`config.mk`:
```
export PLATFORM = sky130hd
export DESIGN_NAME = rob_top
export DESIGN_NICKNAME = d
export VERILOG_FILES = /design/src/hdl/rob_pkg.sv /design/src/hdl/rob_if.sv /design/src/hdl/rob_ptr_ctr.sv /design/src/hdl/rob_entry_ram.sv /design/src/hdl/rob_commit_fsm.sv /design/src/hdl/rob_top.sv
export VERILOG_INCLUDE_DIRS = /design/src /design/src/include
export SDC_FILE = /design/constraint.sdc
export NUM_CORES = 2
export LEC_CHECK = 0
export BUFFER_PORTS_ARGS = -buffer_cell sky130_fd_sc_hd__clkbuf_2
export CAP_MARGIN = 20
export CORE_UTILIZATION = 56
export CTS_CLUSTER_DIAMETER = 50
export DETAILED_ROUTE_END_ITERATION = 8
export HOLD_SLACK_MARGIN = 0.12
export PLACE_DENSITY_LB_ADDON = 0.12
export SLEW_MARGIN = 20
export SYNTH_ARGS = -nofsm -noshare
export SYNTH_HDL_FRONTEND = slang
export SYNTH_SLANG_ARGS = --single-unit
```
`constraint.sdc`:
```
create_clock -name clk_i -period 6.7 [get_ports clk_i]
set_input_delay 1.005 -clock clk_i [delete_from_list [all_inputs] [get_ports clk_i]]
set_output_delay 1.005 -clock clk_i [all_outputs]
set_load 0.01 [all_outputs]
```
`src/include/rob_cfg.svh`:
```
// Reorder buffer sizing, included by the RTL and by the testbench
`ifndef ROB_CFG_SVH
`define ROB_CFG_SVH

// Number of buffer entries
// Must stay a power of two so the binary pointers wrap for free
`define ROB_DEPTH 32

// Width of an entry index, log2 of the depth
// Also sizes the destination physical register field
`define ROB_IDX_W 5

`endif

```
`src/hdl/rob_pkg.sv`:
```
// Shared types for the reorder buffer, imported by the storage, interface and commit FSM
`include "rob_cfg.svh"

package rob_pkg;

    // Commit FSM states
    // Idle waits on a done head, write holds the Wishbone cycle until ack
    typedef enum logic {
        COMMIT_IDLE,
        COMMIT_WRITE
    } commit_state_e;

    // One buffer entry, valid bit lives outside in the storage
    typedef struct packed {
        // Fetch address of the instruction
        logic [31:0]            pc;
        // Raw instruction word, never decoded here
        logic [31:0]            inst;
        // Destination physical register
        logic [`ROB_IDX_W-1:0]  prd;
        // Result from the execution unit
        logic [31:0]            value;
        // Set once the result has been written
        logic                   done;
    } rob_entry_t;

endpackage

```
`src/hdl/rob_if.sv`:
```
// Bundle between pointer counter, entry storage and commit FSM inside the reorder buffer
`timescale 1ns/100ps
`include "rob_cfg.svh"

interface rob_if;
    import rob_pkg::*;

    // Allocation accepted this cycle
    logic                   alloc_fire;
    // Next free slot and oldest entry
    logic [`ROB_IDX_W-1:0]  tail_idx;
    logic [`ROB_IDX_W-1:0]  head_idx;
    // Head leaves the buffer this cycle
    logic                   retire;
    // Combinational view of the head slot
    logic                   head_valid;
    rob_entry_t             head_entry;

    // Counter owns the pointers and the allocate decision
    modport ctr (output alloc_fire, tail_idx, head_idx, input retire);

    // Storage follows the pointers and serves the head
    modport ram (input alloc_fire, tail_idx, head_idx, retire,
                 output head_valid, head_entry);

    // Commit FSM only looks at the head
    modport fsm (input head_valid, head_entry, output retire);

endinterface

```
`src/hdl/rob_ptr_ctr.sv`:
```
// Head and tail pointers with occupancy count, gives back-pressure to dispatch
`timescale 1ns/100ps
`include "rob_cfg.svh"

module rob_ptr_ctr (
    input  logic clk_i,
    input  logic reset_i,
    input  logic alloc_valid_i,
    output logic full_o,
    output logic empty_o,
    rob_if.ctr   rif
);

    logic [`ROB_IDX_W-1:0] head_q;
    logic [`ROB_IDX_W-1:0] tail_q;
    // One bit wider so a full buffer is distinct from an empty one
    logic [`ROB_IDX_W:0]   count_q;

    assign full_o  = (count_q == (`ROB_IDX_W+1)'(`ROB_DEPTH));
    assign empty_o = (count_q == '0);

    // Only place that decides an allocation happens
    assign rif.alloc_fire = alloc_valid_i & ~full_o;
    assign rif.tail_idx   = tail_q;
    assign rif.head_idx   = head_q;

    always_ff @(posedge clk_i) begin
        if (reset_i) begin
            head_q  <= '0;
            tail_q  <= '0;
            count_q <= '0;
        end else begin
            // Plain binary wrap, depth is a power of two
            if (rif.alloc_fire) begin
                tail_q <= tail_q + `ROB_IDX_W'(1);
            end
            if (rif.retire) begin
                head_q <= head_q + `ROB_IDX_W'(1);
            end

            // Both at once leaves the occupancy unchanged
            case ({rif.alloc_fire, rif.retire})
                2'b10:   count_q <= count_q + (`ROB_IDX_W+1)'(1);
                2'b01:   count_q <= count_q - (`ROB_IDX_W+1)'(1);
                default: count_q <= count_q;
            endcase
        end
    end

    // Commit FSM must never free a slot that was never filled
    a_no_retire_empty: assert property (
        @(posedge clk_i) disable iff (reset_i)
        rif.retire |-> !empty_o
    ) else $error("retire while buffer empty");

endmodule

```
`src/hdl/rob_entry_ram.sv`:
```
// Reorder buffer entry storage, written on allocate and completion, head read combinationally
`timescale 1ns/100ps
`include "rob_cfg.svh"

module rob_entry_ram (
    input  logic                   clk_i,
    input  logic                   reset_i,
    input  logic [31:0]            alloc_pc_i,
    input  logic [31:0]            alloc_inst_i,
    input  logic [`ROB_IDX_W-1:0]  alloc_prd_i,
    input  logic                   cmpl_valid_i,
    input  logic [`ROB_IDX_W-1:0]  cmpl_idx_i,
    input  logic [31:0]            cmpl_value_i,
    rob_if.ram                     rif
);
    import rob_pkg::*;

    // Payload array and per-slot occupancy
    rob_entry_t              mem_q [`ROB_DEPTH];
    logic [`ROB_DEPTH-1:0]   valid_q;

    // Head view for the commit FSM
    assign rif.head_valid = valid_q[rif.head_idx];
    assign rif.head_entry = mem_q[rif.head_idx];

    // Occupancy bits
    // Tail and head never alias here, a full buffer blocks alloc_fire
    always_ff @(posedge clk_i) begin
        if (reset_i) begin
            valid_q <= '0;
        end else begin
            if (rif.alloc_fire) begin
                valid_q[rif.tail_idx] <= 1'b1;
            end
            if (rif.retire) begin
                valid_q[rif.head_idx] <= 1'b0;
            end
        end
    end

    // Payload writes
    always_ff @(posedge clk_i) begin
        // New entry starts not done, value is filled in later
        if (rif.alloc_fire) begin
            mem_q[rif.tail_idx].pc   <= alloc_pc_i;
            mem_q[rif.tail_idx].inst <= alloc_inst_i;
            mem_q[rif.tail_idx].prd  <= alloc_prd_i;
            mem_q[rif.tail_idx].done <= 1'b0;
        end
        // Result from execution, any order
        if (cmpl_valid_i) begin
            mem_q[cmpl_idx_i].value <= cmpl_value_i;
            mem_q[cmpl_idx_i].done  <= 1'b1;
        end
    end

    // Completion only for a slot that was allocated on an earlier edge
    a_cmpl_valid_slot: assert property (
        @(posedge clk_i) disable iff (reset_i)
        cmpl_valid_i |-> valid_q[cmpl_idx_i]
    ) else $error("completion to slot %0d which is not valid", cmpl_idx_i);

    // Counter pointers must agree with the occupancy bits
    a_alloc_free_slot: assert property (
        @(posedge clk_i) disable iff (reset_i)
        rif.alloc_fire |-> !valid_q[rif.tail_idx]
    ) else $error("allocation over live slot %0d", rif.tail_idx);

endmodule

```
`src/hdl/rob_commit_fsm.sv`:
```
// Retirement FSM, writes the done head entry to the register file as a Wishbone master
`timescale 1ns/100ps
`include "rob_cfg.svh"

module rob_commit_fsm (
    input  logic                   clk_i,
    input  logic                   reset_i,
    rob_if.fsm                     rif,
    output logic                   wb_cyc_o,
    output logic                   wb_stb_o,
    output logic                   wb_we_o,
    output logic [`ROB_IDX_W-1:0]  wb_adr_o,
    output logic [31:0]            wb_dat_o,
    input  logic                   wb_ack_i,
    output logic [31:0]            commit_pc_o,
    output logic [31:0]            commit_inst_o
);
    import rob_pkg::*;

    commit_state_e state_q;
    logic          cyc_q;
    logic          stb_q;

    // Bus payload, only meaningful while cyc is up
    logic [`ROB_IDX_W-1:0] adr_q;
    logic [31:0]           dat_q;
    logic [31:0]           pc_q;
    logic [31:0]           inst_q;

    logic head_ready;

    // Oldest entry has its result
    assign head_ready = rif.head_valid & rif.head_entry.done;

    // Slot freed on the ack edge itself
    assign rif.retire = (state_q == COMMIT_WRITE) & wb_ack_i;

    always_ff @(posedge clk_i) begin
        if (reset_i) begin
            state_q <= COMMIT_IDLE;
            cyc_q   <= 1'b0;
            stb_q   <= 1'b0;
        end else begin
            case (state_q)
                COMMIT_IDLE: begin
                    if (head_ready) begin
                        state_q <= COMMIT_WRITE;
                        cyc_q   <= 1'b1;
                        stb_q   <= 1'b1;
                    end
                end
                COMMIT_WRITE: begin
                    // Hold the bus until the register file answers
                    if (wb_ack_i) begin
                        state_q <= COMMIT_IDLE;
                        cyc_q   <= 1'b0;
                        stb_q   <= 1'b0;
                    end
                end
                default: begin
                    state_q <= COMMIT_IDLE;
                    cyc_q   <= 1'b0;
                    stb_q   <= 1'b0;
                end
            endcase
        end
    end

    // Latch the head when the write starts
    always_ff @(posedge clk_i) begin
        if (state_q == COMMIT_IDLE && head_ready) begin
            adr_q  <= rif.head_entry.prd;
            dat_q  <= rif.head_entry.value;
            pc_q   <= rif.head_entry.pc;
            inst_q <= rif.head_entry.inst;
        end
    end

    assign wb_cyc_o      = cyc_q;
    assign wb_stb_o      = stb_q;
    // Commit only ever writes
    assign wb_we_o       = cyc_q;
    assign wb_adr_o      = adr_q;
    assign wb_dat_o      = dat_q;
    assign commit_pc_o   = pc_q;
    assign commit_inst_o = inst_q;

    // Classic Wishbone, strobe only inside a cycle
    a_stb_in_cyc: assert property (
        @(posedge clk_i) disable iff (reset_i)
        wb_stb_o |-> wb_cyc_o
    ) else $error("wb_stb_o high without wb_cyc_o");

    // Request and payload held steady until acked
    a_hold_until_ack: assert property (
        @(posedge clk_i) disable iff (reset_i)
        (wb_stb_o && !wb_ack_i) |=> (wb_stb_o && $stable(wb_adr_o) && $stable(wb_dat_o))
    ) else $error("Wishbone request dropped or changed before ack");

endmodule

```
`src/hdl/rob_top.sv`:
```
// Reorder buffer top level, dispatch and completion in, Wishbone commit to the register file out
`timescale 1ns/100ps
`include "rob_cfg.svh"

module rob_top (
    input  logic                   clk_i,
    input  logic                   reset_i,
    // Dispatch, one entry per cycle in program order
    input  logic                   alloc_valid_i,
    input  logic [31:0]            alloc_pc_i,
    input  logic [31:0]            alloc_inst_i,
    input  logic [`ROB_IDX_W-1:0]  alloc_prd_i,
    output logic [`ROB_IDX_W-1:0]  alloc_idx_o,
    output logic                   full_o,
    output logic                   empty_o,
    // Completion by index, any order
    input  logic                   cmpl_valid_i,
    input  logic [`ROB_IDX_W-1:0]  cmpl_idx_i,
    input  logic [31:0]            cmpl_value_i,
    // Register file write port
    output logic                   wb_cyc_o,
    output logic                   wb_stb_o,
    output logic                   wb_we_o,
    output logic [`ROB_IDX_W-1:0]  wb_adr_o,
    output logic [31:0]            wb_dat_o,
    input  logic                   wb_ack_i,
    // Retiring instruction, valid with wb_cyc_o
    output logic [31:0]            commit_pc_o,
    output logic [31:0]            commit_inst_o
);

    rob_if rif ();

    // Index handed to an allocation in this cycle
    assign alloc_idx_o = rif.tail_idx;

    rob_ptr_ctr u_ptr_ctr (
        .clk_i         (clk_i),
        .reset_i       (reset_i),
        .alloc_valid_i (alloc_valid_i),
        .full_o        (full_o),
        .empty_o       (empty_o),
        .rif           (rif.ctr)
    );

    rob_entry_ram u_entry_ram (
        .clk_i        (clk_i),
        .reset_i      (reset_i),
        .alloc_pc_i   (alloc_pc_i),
        .alloc_inst_i (alloc_inst_i),
        .alloc_prd_i  (alloc_prd_i),
        .cmpl_valid_i (cmpl_valid_i),
        .cmpl_idx_i   (cmpl_idx_i),
        .cmpl_value_i (cmpl_value_i),
        .rif          (rif.ram)
    );

    rob_commit_fsm u_commit_fsm (
        .clk_i         (clk_i),
        .reset_i       (reset_i),
        .rif           (rif.fsm),
        .wb_cyc_o      (wb_cyc_o),
        .wb_stb_o      (wb_stb_o),
        .wb_we_o       (wb_we_o),
        .wb_adr_o      (wb_adr_o),
        .wb_dat_o      (wb_dat_o),
        .wb_ack_i      (wb_ack_i),
        .commit_pc_o   (commit_pc_o),
        .commit_inst_o (commit_inst_o)
    );

endmodule

```
Word level (Yosys, flattened, before mapping)
Memory sizes are Yosys's and may differ from the RTL's. A register that Yosys moved wholly into a read port is not among the register bits. Index checks and enable logic that the tools add are counted.

Reduce and logical (&&, ||, !) cells: 6. Shift-type cells: 0. Order comparisons: 4. Bitwise operators: 8. $mul: 0. Equal/unequal tests: 5. Add/sub/neg operators: 4. Mux-type cells: 22. Divide/modulo/power cells: 0.

Operators by type and width (count): $mux W32 (3); $and A32 B32 Y32 (1); $not A32 Y32 (1); $or A32 B32 Y32 (1); $lt A5 B6 Y1 const B (2); $pmux W6 S2 (1); $mux W1 (11); $add A5 B1 Y5 const B (2); $demux W1 S5 (2); $ge A5 B1 Y1 const B (2); $mux W5 (2); $add A6 B1 Y6 const B (1); $eq A6 B6 Y1 const B (1); $logic_not A6 Y1 (1); $sub A6 B1 Y6 const B (1); $bmux W1 S5 (1); $pmux W1 S2 (2); $and A1 B1 Y1 (3); $logic_and A1 B1 Y1 (3); $eq A2 B1 Y1 const B (1); $eq A2 B2 Y1 const B (1); $ne A2 B1 Y1 const B (1); $ne A2 B2 Y1 const B (1); $not A1 Y1 (2); other kinds (2) (2).

RAM bits: 3264. Bits in latches: 0. Output and inout bits: 111. ROM bits: 0. Bits of input ports: 111. Memories: 1. Flip-flop bits (word level): 151. Logic and storage cells: 60.

Memories: u_entry_ram.mem_q (depth 32, bits a word 102, read ports 1, clocked after Yosys merged registers in 1, write ports 2, RTL line rob_entry_ram.sv:19) `` rob_entry_t mem_q [`ROB_DEPTH]; ``.

Longest topological paths before layout
Depth in word-level cells: 9. Mapped depth: 13.

Hierarchy
From an unflattened synthesis, not the netlist that was laid out.

Cells, all modules: 6924. Area, all modules: 128929.9 um2.

Modules (own cells, without submodules): rob_entry_ram (times used 1, cells an instance 6719, area each 124916.1 um2); rob_commit_fsm (times used 1, cells an instance 112, area each 3149.3 um2); rob_ptr_ctr (times used 1, cells an instance 93, area each 864.6 um2).

Least setup slack after synthesis
Ideal clock, no wire load.

Kind: flip-flop to flip-flop. From: register with a tool-made name. To: register u_commit_fsm.inst_q[0] (netlist: u_commit_fsm.commit_inst_o[0]) (enable). Required time: 6.138 ns. Cell stages (with the launch flop): 9. Data arrival time: 5.843 ns. Path slack: 0.296 ns. Buffers on the path: 3. Cells stage by stage: dfxtp_1 buf_2 clkbuf_1 clkbuf_1 nand2b_1 o22ai_1 o31ai_1 nor2_1 nor2_1.

RTL lines: end signal, assigned (RTL line rob_commit_fsm.sv:75) `inst_q <= rif.head_entry.inst;`; end, declared (RTL line rob_commit_fsm.sv:28) `logic [31:0] inst_q;`.

==> results.py <==
metrics = {
    "status": {
        "status": "complete, no violations",
    },
    "cts": {
        "clk_pin_slew_ns": 0.06,
        "ctsRootBufferMaster": "clkbuf_16",
        "clk_latency_ns": 0.95,
        "numCtsBuffers": 377,
        "post_cts_buffers": 0,
        "tritoncts": "built",
        "cts_hold_buf": 0,
        "clock_sinks": 3420,
        "clk_path_buf_depth": 4,
        "ctsResizeCount": 0,
        "htree_levels": 5,
    },
    "timing": {
        "rsz0062_at_grt": "false",
        "period_minus_slack_ns": 4.02,
        "skew_ns": 0.0402,
        "maxSlewViolCount": 0,
        "worst_pin_slew_ns": 1.17,
        "fin_crit_sh": 0.600,
        "setup_ws_ns": 2.68,
        "relSlewSlack": 0.217,
        "hold_violations": 0,
        "fmax_mhz": 249,
        "setup_violations": 0,
        "fin_setup_tns_ns": 0,
    },
    "setup_path": {
        "cp.arrival_ns": 4.72,
        "end_kind": "register",
        "crit_required_ns": 7.40,
        "cp_max_fo": 155,
        "start_kind": "register",
        "crit_type": "reg -> reg",
    },
    "routing": {
        "vias": 59710,
        "drc_errors": 0,
        "avgViaCountPerCell": 6.57,
        "drt_pre_antenna_iters": 5,
        "drt_iter0_drc": 7560,
        "drt_wl_total_um": 312000,
        "antenna_left": 0,
        "wire_per_inst_um": 34.3,
    },
    "grt": {
        "grt.total_usage": 0.271,
        "grt_max_degree": 156,
        "antenna_found_initial": 28,
        "overflow": 0,
        "grt_pass1_wl_um": 441000,
        "grt_pass1_vias": 59987,
    },
    "finish": {
        "drive_gt1_frac": 0.340,
        "fin_nets": 5887,
        "final_common_cell": "edfxtp_1",
        "final_cell_mix": "edfxtp_1, mux4_2, clkbuf_16",
        "syn2layout_area_growth_pct": 13.8,
    },
    "yosys": {
        "syn_area_per_cell_sq_um": 24.4,
        "synth_cells": 5306,
        "async_flop_share": 0,
        "syn-num-nets": 5428,
        "synth.distinct_cells": 49,
        "synth.cell_area_sq_um": 129000,
        "yosysWarnings": 0,
        "seq_area_frac_synth": 0.787,
        "ys.flop_type": "edfxtp_1",
        "synth_edf_count": 3333,
        "yosys_register_bits": 3420,
    },
    "placed_design": {
        "dp_hpwl_um": 162000,
        "place_ws_ns": 2.66,
        "port_buffers": 221,
        "globalplace.congestion": 0.765,
    },
    "floorplanning": {
        "rows": 176,
        "ios": 222,
        "core-area_sq_um": 230000,
        "initial_core_util": 0.563,
        "dieArea_sq_um": 233000,
        "fp.dieH_um": 483,
        "die-width_um": 483,
    },
    "power": {
        "powerDensity_nw_per_um2": 303,
        "p_leak_uw": 0.0450,
        "peakVddDrop_mv": 0.226,
    },
    "hold_path": {
        "hold_path.class": "in -> reg",
    },
    "run": {
        "maxCapViolCount": 0,
    },
}
## state kept, by name, indices dropped and copies added (netlist names), 5 cells and up, named ones only
signal                      count
u_entry_ram.mem_q            3264
u_commit_fsm.commit_inst_o     32
u_commit_fsm.commit_pc_o       32
u_commit_fsm.wb_dat_o          32
u_entry_ram.valid_q            32
u_ptr_ctr.count_q               6
u_commit_fsm.wb_adr_o           5
u_ptr_ctr.rif.head_idx          5
u_ptr_ctr.rif.tail_idx          5
## final timing paths
kind	from	to	slack [ns]	cells past startpoint
worst max-delay path	register	u_commit_fsm.commit_pc_o[22]	2.68	5
worst min-delay path	wb_ack_i	u_commit_fsm.state_q	0.44	3
worst max register to register	register	u_commit_fsm.commit_pc_o[22]	2.68	5
worst min register to register	u_entry_ram.valid_q[6]	u_entry_ram.valid_q[6]	0.46	1
## routing by layer
| layer | vias up | part of all wire | global-route usage |
|---|---|---|---|
| met5 | - | 0.00050 | 0 |
| met4 | 22 | 0.020 | 0.0641 |
| met3 | 422 | 0.091 | 0.0626 |
| met2 | 2844 | 0.47 | 0.413 |
| met1 | 32603 | 0.42 | 0.405 |
| li1 | 23819 | - | - |
## layout make-up
class	count	area, sq um
clock inverters	223	2170
well taps	3026	3790
inverters	12	57.6
diodes	10	25.0
clock buffers	450	9910
multi-input cells	1590	26800
fillers	14859	82600
flip-flops and latches	3420	102000
repair buffers	364	2710
## synth_stat cells (3+ instances only)
| master | count | area, sq um |
|---|---|---|
| o31ai_1 | 3 | 22.5 |
| clkbuf_1 | 154 | 578 |
| nand2_1 | 154 | 578 |
| nand2b_1 | 5 | 31.3 |
| mux2_2 | 67 | 754 |
| nor2b_1 | 6 | 37.5 |
| a211oi_1 | 3 | 22.5 |
| xor2_1 | 5 | 43.8 |
| nand3_1 | 8 | 40.0 |
| or3b_2 | 4 | 35.0 |
| and3_1 | 7 | 43.8 |
| and3b_1 | 4 | 35.0 |
| a21oi_1 | 42 | 210 |
| o21ai_0 | 67 | 335 |
| or3_1 | 6 | 37.5 |
| mux2i_1 | 8 | 80.1 |
| dfxtp_1 | 87 | 1740 |
| nor3b_1 | 11 | 82.6 |
| ha_1 | 11 | 138 |
| edfxtp_1 | 3333 | 100000 |
| o22ai_1 | 4 | 25.0 |
| buf_6 | 4 | 45.0 |
| xnor2_1 | 6 | 52.6 |
| o21a_1 | 31 | 233 |
| mux4_2 | 1016 | 22900 |
| a221oi_1 | 3 | 26.3 |
| buf_2 | 76 | 380 |
| buf_4 | 19 | 143 |
| nor3_1 | 3 | 15.0 |
| nand3b_1 | 7 | 52.6 |
| inv_1 | 11 | 41.3 |
| nor2_1 | 86 | 323 |
| buf_1 | 31 | 116 |
## stage by stage
step | hold slack (ns) | area (sq um) | power [uW] | utilization | std cells
5_1_grt | 0.447 | 147000 | 45900 | 0.641 | 9089
2_1_floorplan | 0.421 | 129000 | 24500 | - | 5306
3_5_place_dp | 0.450 | 135000 | 25000 | 0.588 | 8409
6_report | 0.443 | 147000 | 44700 | 0.641 | 9095
4_1_cts | 0.375 | 147000 | 45000 | 0.640 | 9082
3_3_place_gp | 0.441 | 135000 | 25000 | 0.588 | 8409
## critical path: stages (launching register included)
cell	delay, ns
dfxtp_4	1.01
buf_4	0.58
buf_12	0.65
mux4_2	0.43
mux4_2	0.53
mux2_2	0.28
## power by group
group | switching [uW] | total (uW) | internal, uW
Clock | 8140 | 20100 | 12000
Sequential | 65.6 | 23800 | 23700
Combinational | 594 | 825 | 231
## cell families after synthesis
logic type               after synthesis  synth area share
flip-flops                          3420             0.787
multiplexers                        1091             0.183
AND/OR/NAND/NOR                      309            0.0105
buffers and inverters                296            0.0101
AO/OA/AOI/OAI                        168           0.00773
XOR/XNOR                              11          0.000744
adder cells (fa/ha/maj)               11           0.00106
Power figures use the tool's default switching activity.
